File: config.mk
export PLATFORM = sky130hd
export DESIGN_NAME = commit_top
export DESIGN_NICKNAME = d
export VERILOG_FILES = /design/src/common/commit_pkg.sv /design/src/verilog/commit_top.sv /design/src/verilog/map_table.sv /design/src/verilog/arch_regfile.sv /design/src/verilog/retire_stage.sv /design/src/rob/reorder_buffer.sv
export VERILOG_INCLUDE_DIRS = /design/src /design/src/common
export SDC_FILE = /design/constraint.sdc
export NUM_CORES = 2
export LEC_CHECK = 0
export BUFFER_PORTS_ARGS = -buffer_cell sky130_fd_sc_hd__buf_4
export CAP_MARGIN = 20
export CORE_UTILIZATION = 40
export CTS_BUF_LIST = sky130_fd_sc_hd__clkbuf_16
export DETAILED_ROUTE_END_ITERATION = 7
export GPL_TIMING_DRIVEN = 0
export PLACE_DENSITY_LB_ADDON = 0.08
export SYNTH_ARGS = -nofsm -noshare
export SYNTH_HDL_FRONTEND = slang
export SYNTH_SLANG_ARGS = --single-unit
File: constraint.sdc
create_clock -name clock -period 9.65 [get_ports clock]
set_clock_uncertainty 0.1 [all_clocks]
set_input_delay 0.4825 -clock clock [delete_from_list [all_inputs] [get_ports clock]]
set_output_delay 0.4825 -clock clock [all_outputs]
set_load 0.01 [all_outputs]
File: src/common/commit_settings.svh
// sizing for the commit end of the core
// ROB_DEPTH must be a power of two equal to 2**TAG_W, pointers wrap by overflow
// REG_W must cover NUM_REGS, register 0 is hard-wired to zero
`ifndef COMMIT_SETTINGS_SVH
`define COMMIT_SETTINGS_SVH

////////////////////////////////////////
// reorder buffer
////////////////////////////////////////
`define ROB_DEPTH 32  // entries
`define TAG_W     5   // rob index width

////////////////////////////////////////
// register file
////////////////////////////////////////
`define NUM_REGS  32  // architectural regs
`define REG_W     5   // reg index width
`define XLEN      32  // data width

`endif
File: src/common/commit_pkg.sv
// shared types for the commit end
// a retire word is either register data or a branch target, is_branch picks the view
// a non-zero word on a branch means taken, the core predicts not-taken
`include "commit_settings.svh"

package commit_pkg;

    ////////////////////////////////////////
    // result word
    ////////////////////////////////////////
    typedef struct packed {
        logic [`XLEN-3:0] target;  // word address of the branch target
        logic [1:0]       align;   // always zero
    } branch_word_t;

    typedef union packed {
        logic [`XLEN-1:0] data;    // value for dest reg
        branch_word_t     branch;  // target view for branches
    } retire_word_u;

    ////////////////////////////////////////
    // pipeline packets
    ////////////////////////////////////////
    typedef struct packed {
        logic [`REG_W-1:0] dest_reg;
        logic              writes_reg;
        logic              is_branch;
        logic              is_store;
    } dispatch_pkt_t;

    typedef struct packed {
        logic [`TAG_W-1:0] tag;    // rob entry being completed
        retire_word_u      value;
    } complete_pkt_t;

    // head entry as the rob presents it
    typedef struct packed {
        logic [`TAG_W-1:0] tag;
        logic [`REG_W-1:0] dest_reg;
        logic              writes_reg;
        logic              is_branch;
        logic              is_store;
        retire_word_u      value;
    } rob_retire_pkt_t;

    typedef struct packed {
        logic [`XLEN-1:0]  value;
        logic [`REG_W-1:0] dest;          // zero when nothing is written
        logic [`TAG_W-1:0] tag;
        logic              store_commit;  // store may go to memory
    } retire_pkt_t;

    typedef struct packed {
        logic             take_branch;
        logic [`XLEN-1:0] new_addr;       // byte address
    } redirect_t;

endpackage

File: src/verilog/commit_top.sv
// commit end of the core, rob, retire stage, regfile and rename map
// ports stand in for fetch, issue and the functional units
// dispatch must be held off while full is high
// flush_backend is the single strobe for lsq, rs, fu, issue and complete clears
`timescale 1ns/1ps
`include "commit_settings.svh"

module commit_top (
    input  logic                      clock,
    input  logic                      reset,
    input  logic                      dispatch_valid,
    input  commit_pkg::dispatch_pkt_t dispatch,
    input  logic                      complete_valid,
    input  commit_pkg::complete_pkt_t complete,
    input  logic [`REG_W-1:0]         read_reg,
    input  logic [`REG_W-1:0]         lookup_reg,
    output logic [`TAG_W-1:0]         alloc_tag,
    output logic                      full,
    output commit_pkg::retire_pkt_t   retire,
    output logic                      retire_valid,
    output commit_pkg::redirect_t     redirect,
    output logic                      flush_backend,
    output logic [`XLEN-1:0]          read_value,
    output logic                      lookup_busy,
    output logic [`TAG_W-1:0]         lookup_tag
);

    commit_pkg::rob_retire_pkt_t head_pkt;  // rob head to retire
    logic                        rob_valid;
    logic                        rob_ready;
    logic                        clear_rob;
    logic                        clear_map_table;

    ////////////////////////////////////////
    // block instances
    ////////////////////////////////////////
    reorder_buffer rob (
        .clock(clock), .reset(reset),
        .dispatch_valid(dispatch_valid), .dispatch(dispatch),
        .complete_valid(complete_valid), .complete(complete),
        .clear_rob(clear_rob),
        .alloc_tag(alloc_tag), .full(full),
        .head_pkt(head_pkt), .rob_valid(rob_valid), .rob_ready(rob_ready)
    );

    retire_stage rt (
        .clock(clock), .reset(reset),
        .head_pkt(head_pkt), .rob_valid(rob_valid), .rob_ready(rob_ready),
        .retire(retire), .retire_valid(retire_valid), .redirect(redirect),
        .clear_rob(clear_rob), .clear_map_table(clear_map_table),
        .flush_backend(flush_backend)
    );

    arch_regfile rf (
        .clock(clock), .reset(reset),
        .retire(retire), .retire_valid(retire_valid),
        .read_reg(read_reg), .read_value(read_value)
    );

    map_table mt (
        .clock(clock), .reset(reset),
        .dispatch_valid(dispatch_valid), .dispatch(dispatch), .alloc_tag(alloc_tag),
        .retire(retire), .retire_valid(retire_valid),
        .clear_map_table(clear_map_table),
        .lookup_reg(lookup_reg), .lookup_busy(lookup_busy), .lookup_tag(lookup_tag)
    );

endmodule

File: src/verilog/map_table.sv
// rename map, one busy bit and producer tag per architectural register
// a retire only frees the entry if it is still the latest producer
// same-cycle dispatch to the register wins over retire, a clear wins over both
// x0 is never renamed
`timescale 1ns/1ps
`include "commit_settings.svh"

module map_table (
    input  logic                      clock,
    input  logic                      reset,
    input  logic                      dispatch_valid,
    input  commit_pkg::dispatch_pkt_t dispatch,
    input  logic [`TAG_W-1:0]         alloc_tag,
    input  commit_pkg::retire_pkt_t   retire,
    input  logic                      retire_valid,
    input  logic                      clear_map_table,
    input  logic [`REG_W-1:0]         lookup_reg,
    output logic                      lookup_busy,
    output logic [`TAG_W-1:0]         lookup_tag
);

    logic [`NUM_REGS-1:0] busy_q;
    logic [`TAG_W-1:0]    tag_mem [`NUM_REGS];  // latest producer per reg

    logic rename;   // dispatch claims a register
    logic release_; // retire frees its register

    assign rename   = dispatch_valid && dispatch.writes_reg && (dispatch.dest_reg != '0);
    assign release_ = retire_valid && busy_q[retire.dest] &&
                      (tag_mem[retire.dest] == retire.tag);  // older producer leaves it

    ////////////////////////////////////////
    // busy bits
    ////////////////////////////////////////
    always_ff @(posedge clock) begin
        if (reset || clear_map_table) begin
            busy_q <= '0;  // everything reads from the regfile again
        end else begin
            if (release_) begin
                busy_q[retire.dest] <= 1'b0;
            end
            if (rename) begin
                busy_q[dispatch.dest_reg] <= 1'b1;  // last write wins
            end
        end
    end

    // tags are only meaningful under busy
    always_ff @(posedge clock) begin
        if (rename) begin
            tag_mem[dispatch.dest_reg] <= alloc_tag;
        end
    end

    assign lookup_busy = busy_q[lookup_reg];
    assign lookup_tag  = tag_mem[lookup_reg];

endmodule

File: src/verilog/arch_regfile.sv
// committed register file, one write from retire and one combinational read
// no bypass, a read in the cycle of the write sees the old value
// x0 always reads zero and is never written
`timescale 1ns/1ps
`include "commit_settings.svh"

module arch_regfile (
    input  logic                    clock,
    input  logic                    reset,
    input  commit_pkg::retire_pkt_t retire,
    input  logic                    retire_valid,
    input  logic [`REG_W-1:0]       read_reg,
    output logic [`XLEN-1:0]        read_value
);

    logic [`XLEN-1:0] regs [`NUM_REGS];  // architectural state
    logic             write_en;

    // stores and other non-writers arrive with dest zero
    assign write_en = retire_valid && (retire.dest != '0);

    ////////////////////////////////////////
    // write port
    ////////////////////////////////////////
    always_ff @(posedge clock) begin
        if (reset) begin
            for (int i = 0; i < `NUM_REGS; i++) begin
                regs[i] <= '0;  // machine starts from a clean state
            end
        end else if (write_en) begin
            regs[retire.dest] <= retire.value;
        end
    end

    ////////////////////////////////////////
    // read port
    ////////////////////////////////////////
    assign read_value = (read_reg == '0) ? '0 : regs[read_reg];

endmodule

File: src/verilog/retire_stage.sv
// registered retire decision for the rob head, accepts every pop, no stall
// a branch with a non-zero word is a mispredict since fetch predicts not-taken
// all clears come out of one register and are high for exactly one cycle
// entries popped during that cycle are dropped
`timescale 1ns/1ps
`include "commit_settings.svh"

module retire_stage (
    input  logic                        clock,
    input  logic                        reset,
    input  commit_pkg::rob_retire_pkt_t head_pkt,
    input  logic                        rob_valid,
    input  logic                        rob_ready,
    output commit_pkg::retire_pkt_t     retire,
    output logic                        retire_valid,
    output commit_pkg::redirect_t       redirect,
    output logic                        clear_rob,
    output logic                        clear_map_table,
    output logic                        flush_backend
);

    logic popped;   // head leaves the rob this cycle and counts
    logic taken;    // popped branch that mispredicted
    logic flush_q;  // one-cycle mispredict strobe
    logic valid_q;
    logic store_q;

    logic [`XLEN-1:0]  value_q;
    logic [`REG_W-1:0] dest_q;
    logic [`TAG_W-1:0] tag_q;
    logic [`XLEN-1:0]  target_q;

    assign popped = rob_valid && rob_ready && !flush_q;  // squash behind a flush
    assign taken  = popped && head_pkt.is_branch && (head_pkt.value.data != '0);

    ////////////////////////////////////////
    // control
    ////////////////////////////////////////
    always_ff @(posedge clock) begin
        if (reset) begin
            valid_q <= 1'b0;
            store_q <= 1'b0;
            flush_q <= 1'b0;
        end else begin
            valid_q <= popped && !head_pkt.is_branch;  // branches never retire visibly
            store_q <= popped && !head_pkt.is_branch && head_pkt.is_store;
            flush_q <= taken;  // cannot repeat, popped is masked next cycle
        end
    end

    ////////////////////////////////////////
    // payload
    ////////////////////////////////////////
    always_ff @(posedge clock) begin
        if (popped) begin
            value_q <= head_pkt.value.data;
            dest_q  <= head_pkt.writes_reg ? head_pkt.dest_reg : '0;  // x0 means no write
            tag_q   <= head_pkt.tag;
        end
        if (taken) begin
            target_q <= {head_pkt.value.branch.target, 2'b00};  // word to byte address
        end
    end

    assign retire.value        = value_q;
    assign retire.dest         = dest_q;
    assign retire.tag          = tag_q;
    assign retire.store_commit = store_q;
    assign retire_valid        = valid_q;

    // every clear line is the same strobe
    assign redirect.take_branch = flush_q;
    assign redirect.new_addr    = target_q;
    assign clear_rob            = flush_q;
    assign clear_map_table      = flush_q;
    assign flush_backend        = flush_q;

    a_redirect_excludes_retire: assert property (
        @(posedge clock) disable iff (reset)
        redirect.take_branch |-> !retire_valid
    ) else $error("retire: redirect and retire in the same cycle");

endmodule

File: src/rob/reorder_buffer.sv
// circular reorder buffer, allocates at the tail and pops the head when it is ready
// the source must not dispatch while full is high, there is no back-pressure otherwise
// a completion only sets ready, it is seen at the head one cycle later at the earliest
// clear_rob empties the buffer and wins over a dispatch in the same cycle
`timescale 1ns/1ps
`include "commit_settings.svh"

module reorder_buffer (
    input  logic                        clock,
    input  logic                        reset,
    input  logic                        dispatch_valid,
    input  commit_pkg::dispatch_pkt_t   dispatch,
    input  logic                        complete_valid,
    input  commit_pkg::complete_pkt_t   complete,
    input  logic                        clear_rob,
    output logic [`TAG_W-1:0]           alloc_tag,
    output logic                        full,
    output commit_pkg::rob_retire_pkt_t head_pkt,
    output logic                        rob_valid,
    output logic                        rob_ready
);

    ////////////////////////////////////////
    // storage
    ////////////////////////////////////////
    commit_pkg::dispatch_pkt_t info_mem  [`ROB_DEPTH];  // decode bits per entry
    commit_pkg::retire_word_u  value_mem [`ROB_DEPTH];  // result words

    logic [`ROB_DEPTH-1:0] valid_q;  // entry allocated
    logic [`ROB_DEPTH-1:0] ready_q;  // entry completed
    logic [`TAG_W-1:0]     head_q;   // oldest entry
    logic [`TAG_W-1:0]     tail_q;   // next free slot
    logic [`TAG_W:0]       count_q;  // one extra bit so full is visible

    logic push;
    logic pop;

    assign full      = (count_q == (`TAG_W+1)'(`ROB_DEPTH));
    assign alloc_tag = tail_q;  // good whenever full is low

    // a flush drops the dispatch, the pop is moot since everything empties
    assign push = dispatch_valid && !full && !clear_rob;
    assign pop  = rob_valid && rob_ready;

    ////////////////////////////////////////
    // payload writes
    ////////////////////////////////////////
    always_ff @(posedge clock) begin
        if (push) begin
            info_mem[tail_q] <= dispatch;
        end
        if (complete_valid) begin
            value_mem[complete.tag] <= complete.value;  // result lands with ready
        end
    end

    ////////////////////////////////////////
    // pointers and status bits
    ////////////////////////////////////////
    always_ff @(posedge clock) begin
        if (reset || clear_rob) begin
            valid_q <= '0;
            ready_q <= '0;
            head_q  <= '0;
            tail_q  <= '0;
            count_q <= '0;
        end else begin
            if (complete_valid) begin
                ready_q[complete.tag] <= 1'b1;
            end
            // head and tail never alias here, pop needs a valid head
            if (pop) begin
                valid_q[head_q] <= 1'b0;
                ready_q[head_q] <= 1'b0;
                head_q          <= head_q + 1'b1;  // wraps at depth
            end
            if (push) begin
                valid_q[tail_q] <= 1'b1;
                ready_q[tail_q] <= 1'b0;  // waits for its completion
                tail_q          <= tail_q + 1'b1;
            end
            count_q <= count_q + (`TAG_W+1)'(push) - (`TAG_W+1)'(pop);
        end
    end

    ////////////////////////////////////////
    // head presentation
    ////////////////////////////////////////
    assign rob_valid = valid_q[head_q];
    assign rob_ready = ready_q[head_q];

    always_comb begin
        head_pkt.tag        = head_q;
        head_pkt.dest_reg   = info_mem[head_q].dest_reg;
        head_pkt.writes_reg = info_mem[head_q].writes_reg;
        head_pkt.is_branch  = info_mem[head_q].is_branch;
        head_pkt.is_store   = info_mem[head_q].is_store;
        head_pkt.value      = value_mem[head_q];
    end

    // dispatch source has to honour full, nothing stalls it here
    a_no_dispatch_when_full: assert property (
        @(posedge clock) disable iff (reset)
        dispatch_valid |-> !full
    ) else $error("rob: dispatch while full");

    // functional units may only complete tags handed out and not yet retired
    a_complete_live_entry: assert property (
        @(posedge clock) disable iff (reset)
        complete_valid |-> valid_q[complete.tag]
    ) else $error("rob: completion to invalid entry %0d", complete.tag);

endmodule

==> out/metrics.cfg <==
[synthesis]
synth_cell_types = 63
syn-cell-area_um2 = 111000
synth_seq_cells = 2661
synth_edf_count = 2536
yosysSeqAreaShare = 0.709
synth_ff_type = edfxtp_1
avgSynthCellArea_um2 = 18.8
yosys_warnings = 0
ys_async_sr_fraction = 0
synth_cells = 5888

[worst_setup_path]
path_delay_family = buffers and inverters
critical-path-max-stage-delay_ns = 0.85
cp.buffers_inverters = 7
worst-path-stages = 14
arrival_ns = 6.66
slowest_stage = clkbuf_1
startpoint_type = flop
crit_required_ns = 10.17
critPathMaxFanout = 19
cp_cell_sequence = buf_2, buf_2, buf_4, clkbuf_1, clkbuf_1, buf_8, mux4_2, a22oi_1, nand2_1, nor4_1, nand4_1, mux2i_1, a21oi_4, buf_12
crit_path_end_kind = flop
reg2reg_depth = 14
crit_type = reg -> reg

[global_routing]
grt_overflow = 0
antenna_found_initial = 20
grt_start_max_net_pins = 38
grt_pass1_wl_um = 454000
grt_usage = 0.231
grt_pass1_vias = 59345

[pwr]
p_seq_frac = 0.521
p_sw_w = 0.00540
pwr-share-comb = 0.044
power.density_nw_per_um2 = 192
leakage_nw = 43.0
internal_power_w = 0.0195
p_total_w = 0.0249
ir_worst_vdd_mv = 0.172
clock_power_share = 0.435
swShare = 0.217

[timing]
slew_violations = 0
rsz0062_at_grt = false
relSlewSlack = 0.214
period_needed_ns = 6.14
fmax_mhz = 163
post-route-period-util = 0.636
setup_viol = 0
tightest_slew_ns = 1.17
finalSetupTns_ns = 0
hold_viol = 0

[floorplanning]
fp.coreArea_um2 = 275000
dieWidth_um = 528
initial_core_util = 0.404
rows = 192
die_h_um = 528
die_area_um2 = 279000
ios = 181

[placed_design]
place.gp.congestion = 0.840
dp_hpwl_um = 231000
io_buffers = 172

[routing]
drt-met1-wl_um = 139000
final_antenna_net_count = 0
num_vias = 57437
top_layer = met5
totalWireLength_um = 323000
wl_per_cell_um = 30.8
first_pass_iters = 8
met3_wirelength_um = 16300
drt-initial-drc-count = 5553
wl_met2_um = 158000
viasPerCell = 5.48
drc = 25

[clock_network]
cts.htree.levels = 5
clock-sinks = 2661
clk_latency_ns = 0.91
cts-resized-gates = 0
cts-root-buf = clkbuf_16
path_clk_slew_ns = 0.06
cts_tree = yes
cts_buffer_depth = 4
cts_buffers = 296

[finish]
layout_commonest_cell = edfxtp_1
layout_common_cells = 2536 x edfxtp_1, 999 x and2_1, 789 x mux4_2
layout-drive-gt1-share = 0.252
fin_nets = 6633
syn_to_final_growth_pct = 16.5

[hold_path]
hp-class = in -> reg
min_path_cells = 5

[flow_run]
max_cap_violations = 0

[run_status]
status = finished with violations
violations = design-rule violations

-- repair_timing --
action	CTS	global route
hold buffers	41	0
hold endpoints to repair	1282	0
setup buffers	0	0
-- final timing paths --
kind | slack, ns | endpoint | startpoint
max | 3.51 | rt.target_q[23] | flop
min | 0.16 | rob.ready_q[0] | reset
max reg2reg | 3.51 | rt.target_q[23] | flop
min reg2reg | 0.34 | rt.tag_q[2] | rob.head_q[2]
-- synth_stat cells (12+ instances only) --
| cell | instances | area, um^2 |
|---|---|---|
| nand2b_1 | 16 | 100 |
| buf_1 | 48 | 180 |
| mux4_2 | 789 | 17800 |
| nor4_1 | 13 | 81.3 |
| inv_1 | 40 | 150 |
| o21ai_0 | 89 | 445 |
| a211oi_1 | 26 | 195 |
| mux2i_1 | 64 | 641 |
| buf_6 | 18 | 203 |
| mux2_2 | 55 | 619 |
| ha_1 | 16 | 200 |
| nor2_1 | 216 | 811 |
| nor2b_1 | 13 | 81.3 |
| clkbuf_1 | 331 | 1240 |
| buf_4 | 32 | 240 |
| edfxtp_1 | 2536 | 76200 |
| dfxtp_1 | 125 | 2500 |
| buf_2 | 29 | 145 |
| a21oi_1 | 72 | 360 |
| nand2_1 | 95 | 357 |
| nand3_1 | 12 | 60.1 |
| and2_1 | 999 | 6250 |
| or2_2 | 35 | 219 |
| nor3_1 | 17 | 85.1 |
| a22oi_1 | 75 | 563 |
-- state kept, by name, summed over array words and instances, names as in the netlist, named ones only --
register,cells
rt.dest_q,5
rob.ready_q,32
rt.value_q,32
rob.head_q,5
rf.regs,1024
mt.busy_q,32
rt.retire_valid,1
rob.value_mem,1024
rt.clear_map_table,1
rob.valid_q,32
rt.target_q,30
rob.alloc_tag,5
rob.info_mem,256
rt.store_q,1
rob.count_q,6
rt.tag_q,5
mt.tag_mem,160
-- cell families (layout without fill, tap and decap cells) --
group                      Yosys count  in the layout  synth area share
xor gates and xnor gates            11             11          0.000869
muxes                              915            915             0.173
adders and majority gates           17             17           0.00199
and+or+nand+nor                   1481           1481            0.0775
buffers and inverters              502           1362            0.0201
AOI/OAI and AO/OA                  300            300            0.0168
other                                1             53         0.0000338
DFF                               2661           2661             0.709
-- area by class of cell --
type / instances / area (um^2)
Multi-Input combinational cell: 2763 / 30400
Antenna cell: 14 / 35.0
Sequential cell: 2661 / 78700
Buffer: 462 / 2080
Fill cell: 23249 / 145000
Clock inverter: 227 / 1630
Tap cell: 3686 / 4610
Inverter: 40 / 150
Timing Repair Buffer: 333 / 4130
Clock buffer: 300 / 7510
-- power groups by stage --
stage	Clock [W]	Sequential [W]	Combinational, W
finish	0.0108	0.0130	0.00110
global route	0.0114	0.0130	0.00117
CTS	0.0110	0.0130	0.00111
detailed placement	0	0.0132	0.00109
global placement	0	0.0132	0.00101
floorplan	0	0.0132	0.000588
-- routing by layer --
metal,global-route usage,up-vias
li1,-,24614
met3,0.0293,432
met4,0.0631,14
met2,0.385,1692
met5,0,-
met1,0.319,30685
-- through the flow --
stage | hold WS, ns | area (um^2) | std cells | utilization | worst slack, ns
after floorplan | 0.306 | 111000 | 5926 | - | 5.48
after global placement | 0.319 | 117000 | 9784 | 0.426 | 1.60
after detailed placement | 0.326 | 120000 | 9899 | 0.435 | 3.55
after CTS | 0.102 | 129000 | 10467 | 0.470 | 3.51
after global routing | 0.151 | 129000 | 10478 | 0.470 | 3.36
final | 0.158 | 129000 | 10486 | 0.471 | 3.51
-- worst reg2reg max path, delay by kind of cell, from the launching register on --
family                 cells  cell delay, ns
AO/OA/AOI/OAI              2            0.50
buffers and inverters      7            2.79
flip-flops                 1            0.44
multiplexers               2            1.16
AND/OR/NAND/NOR            3            0.82
Power figures use the tool's default switching activity.
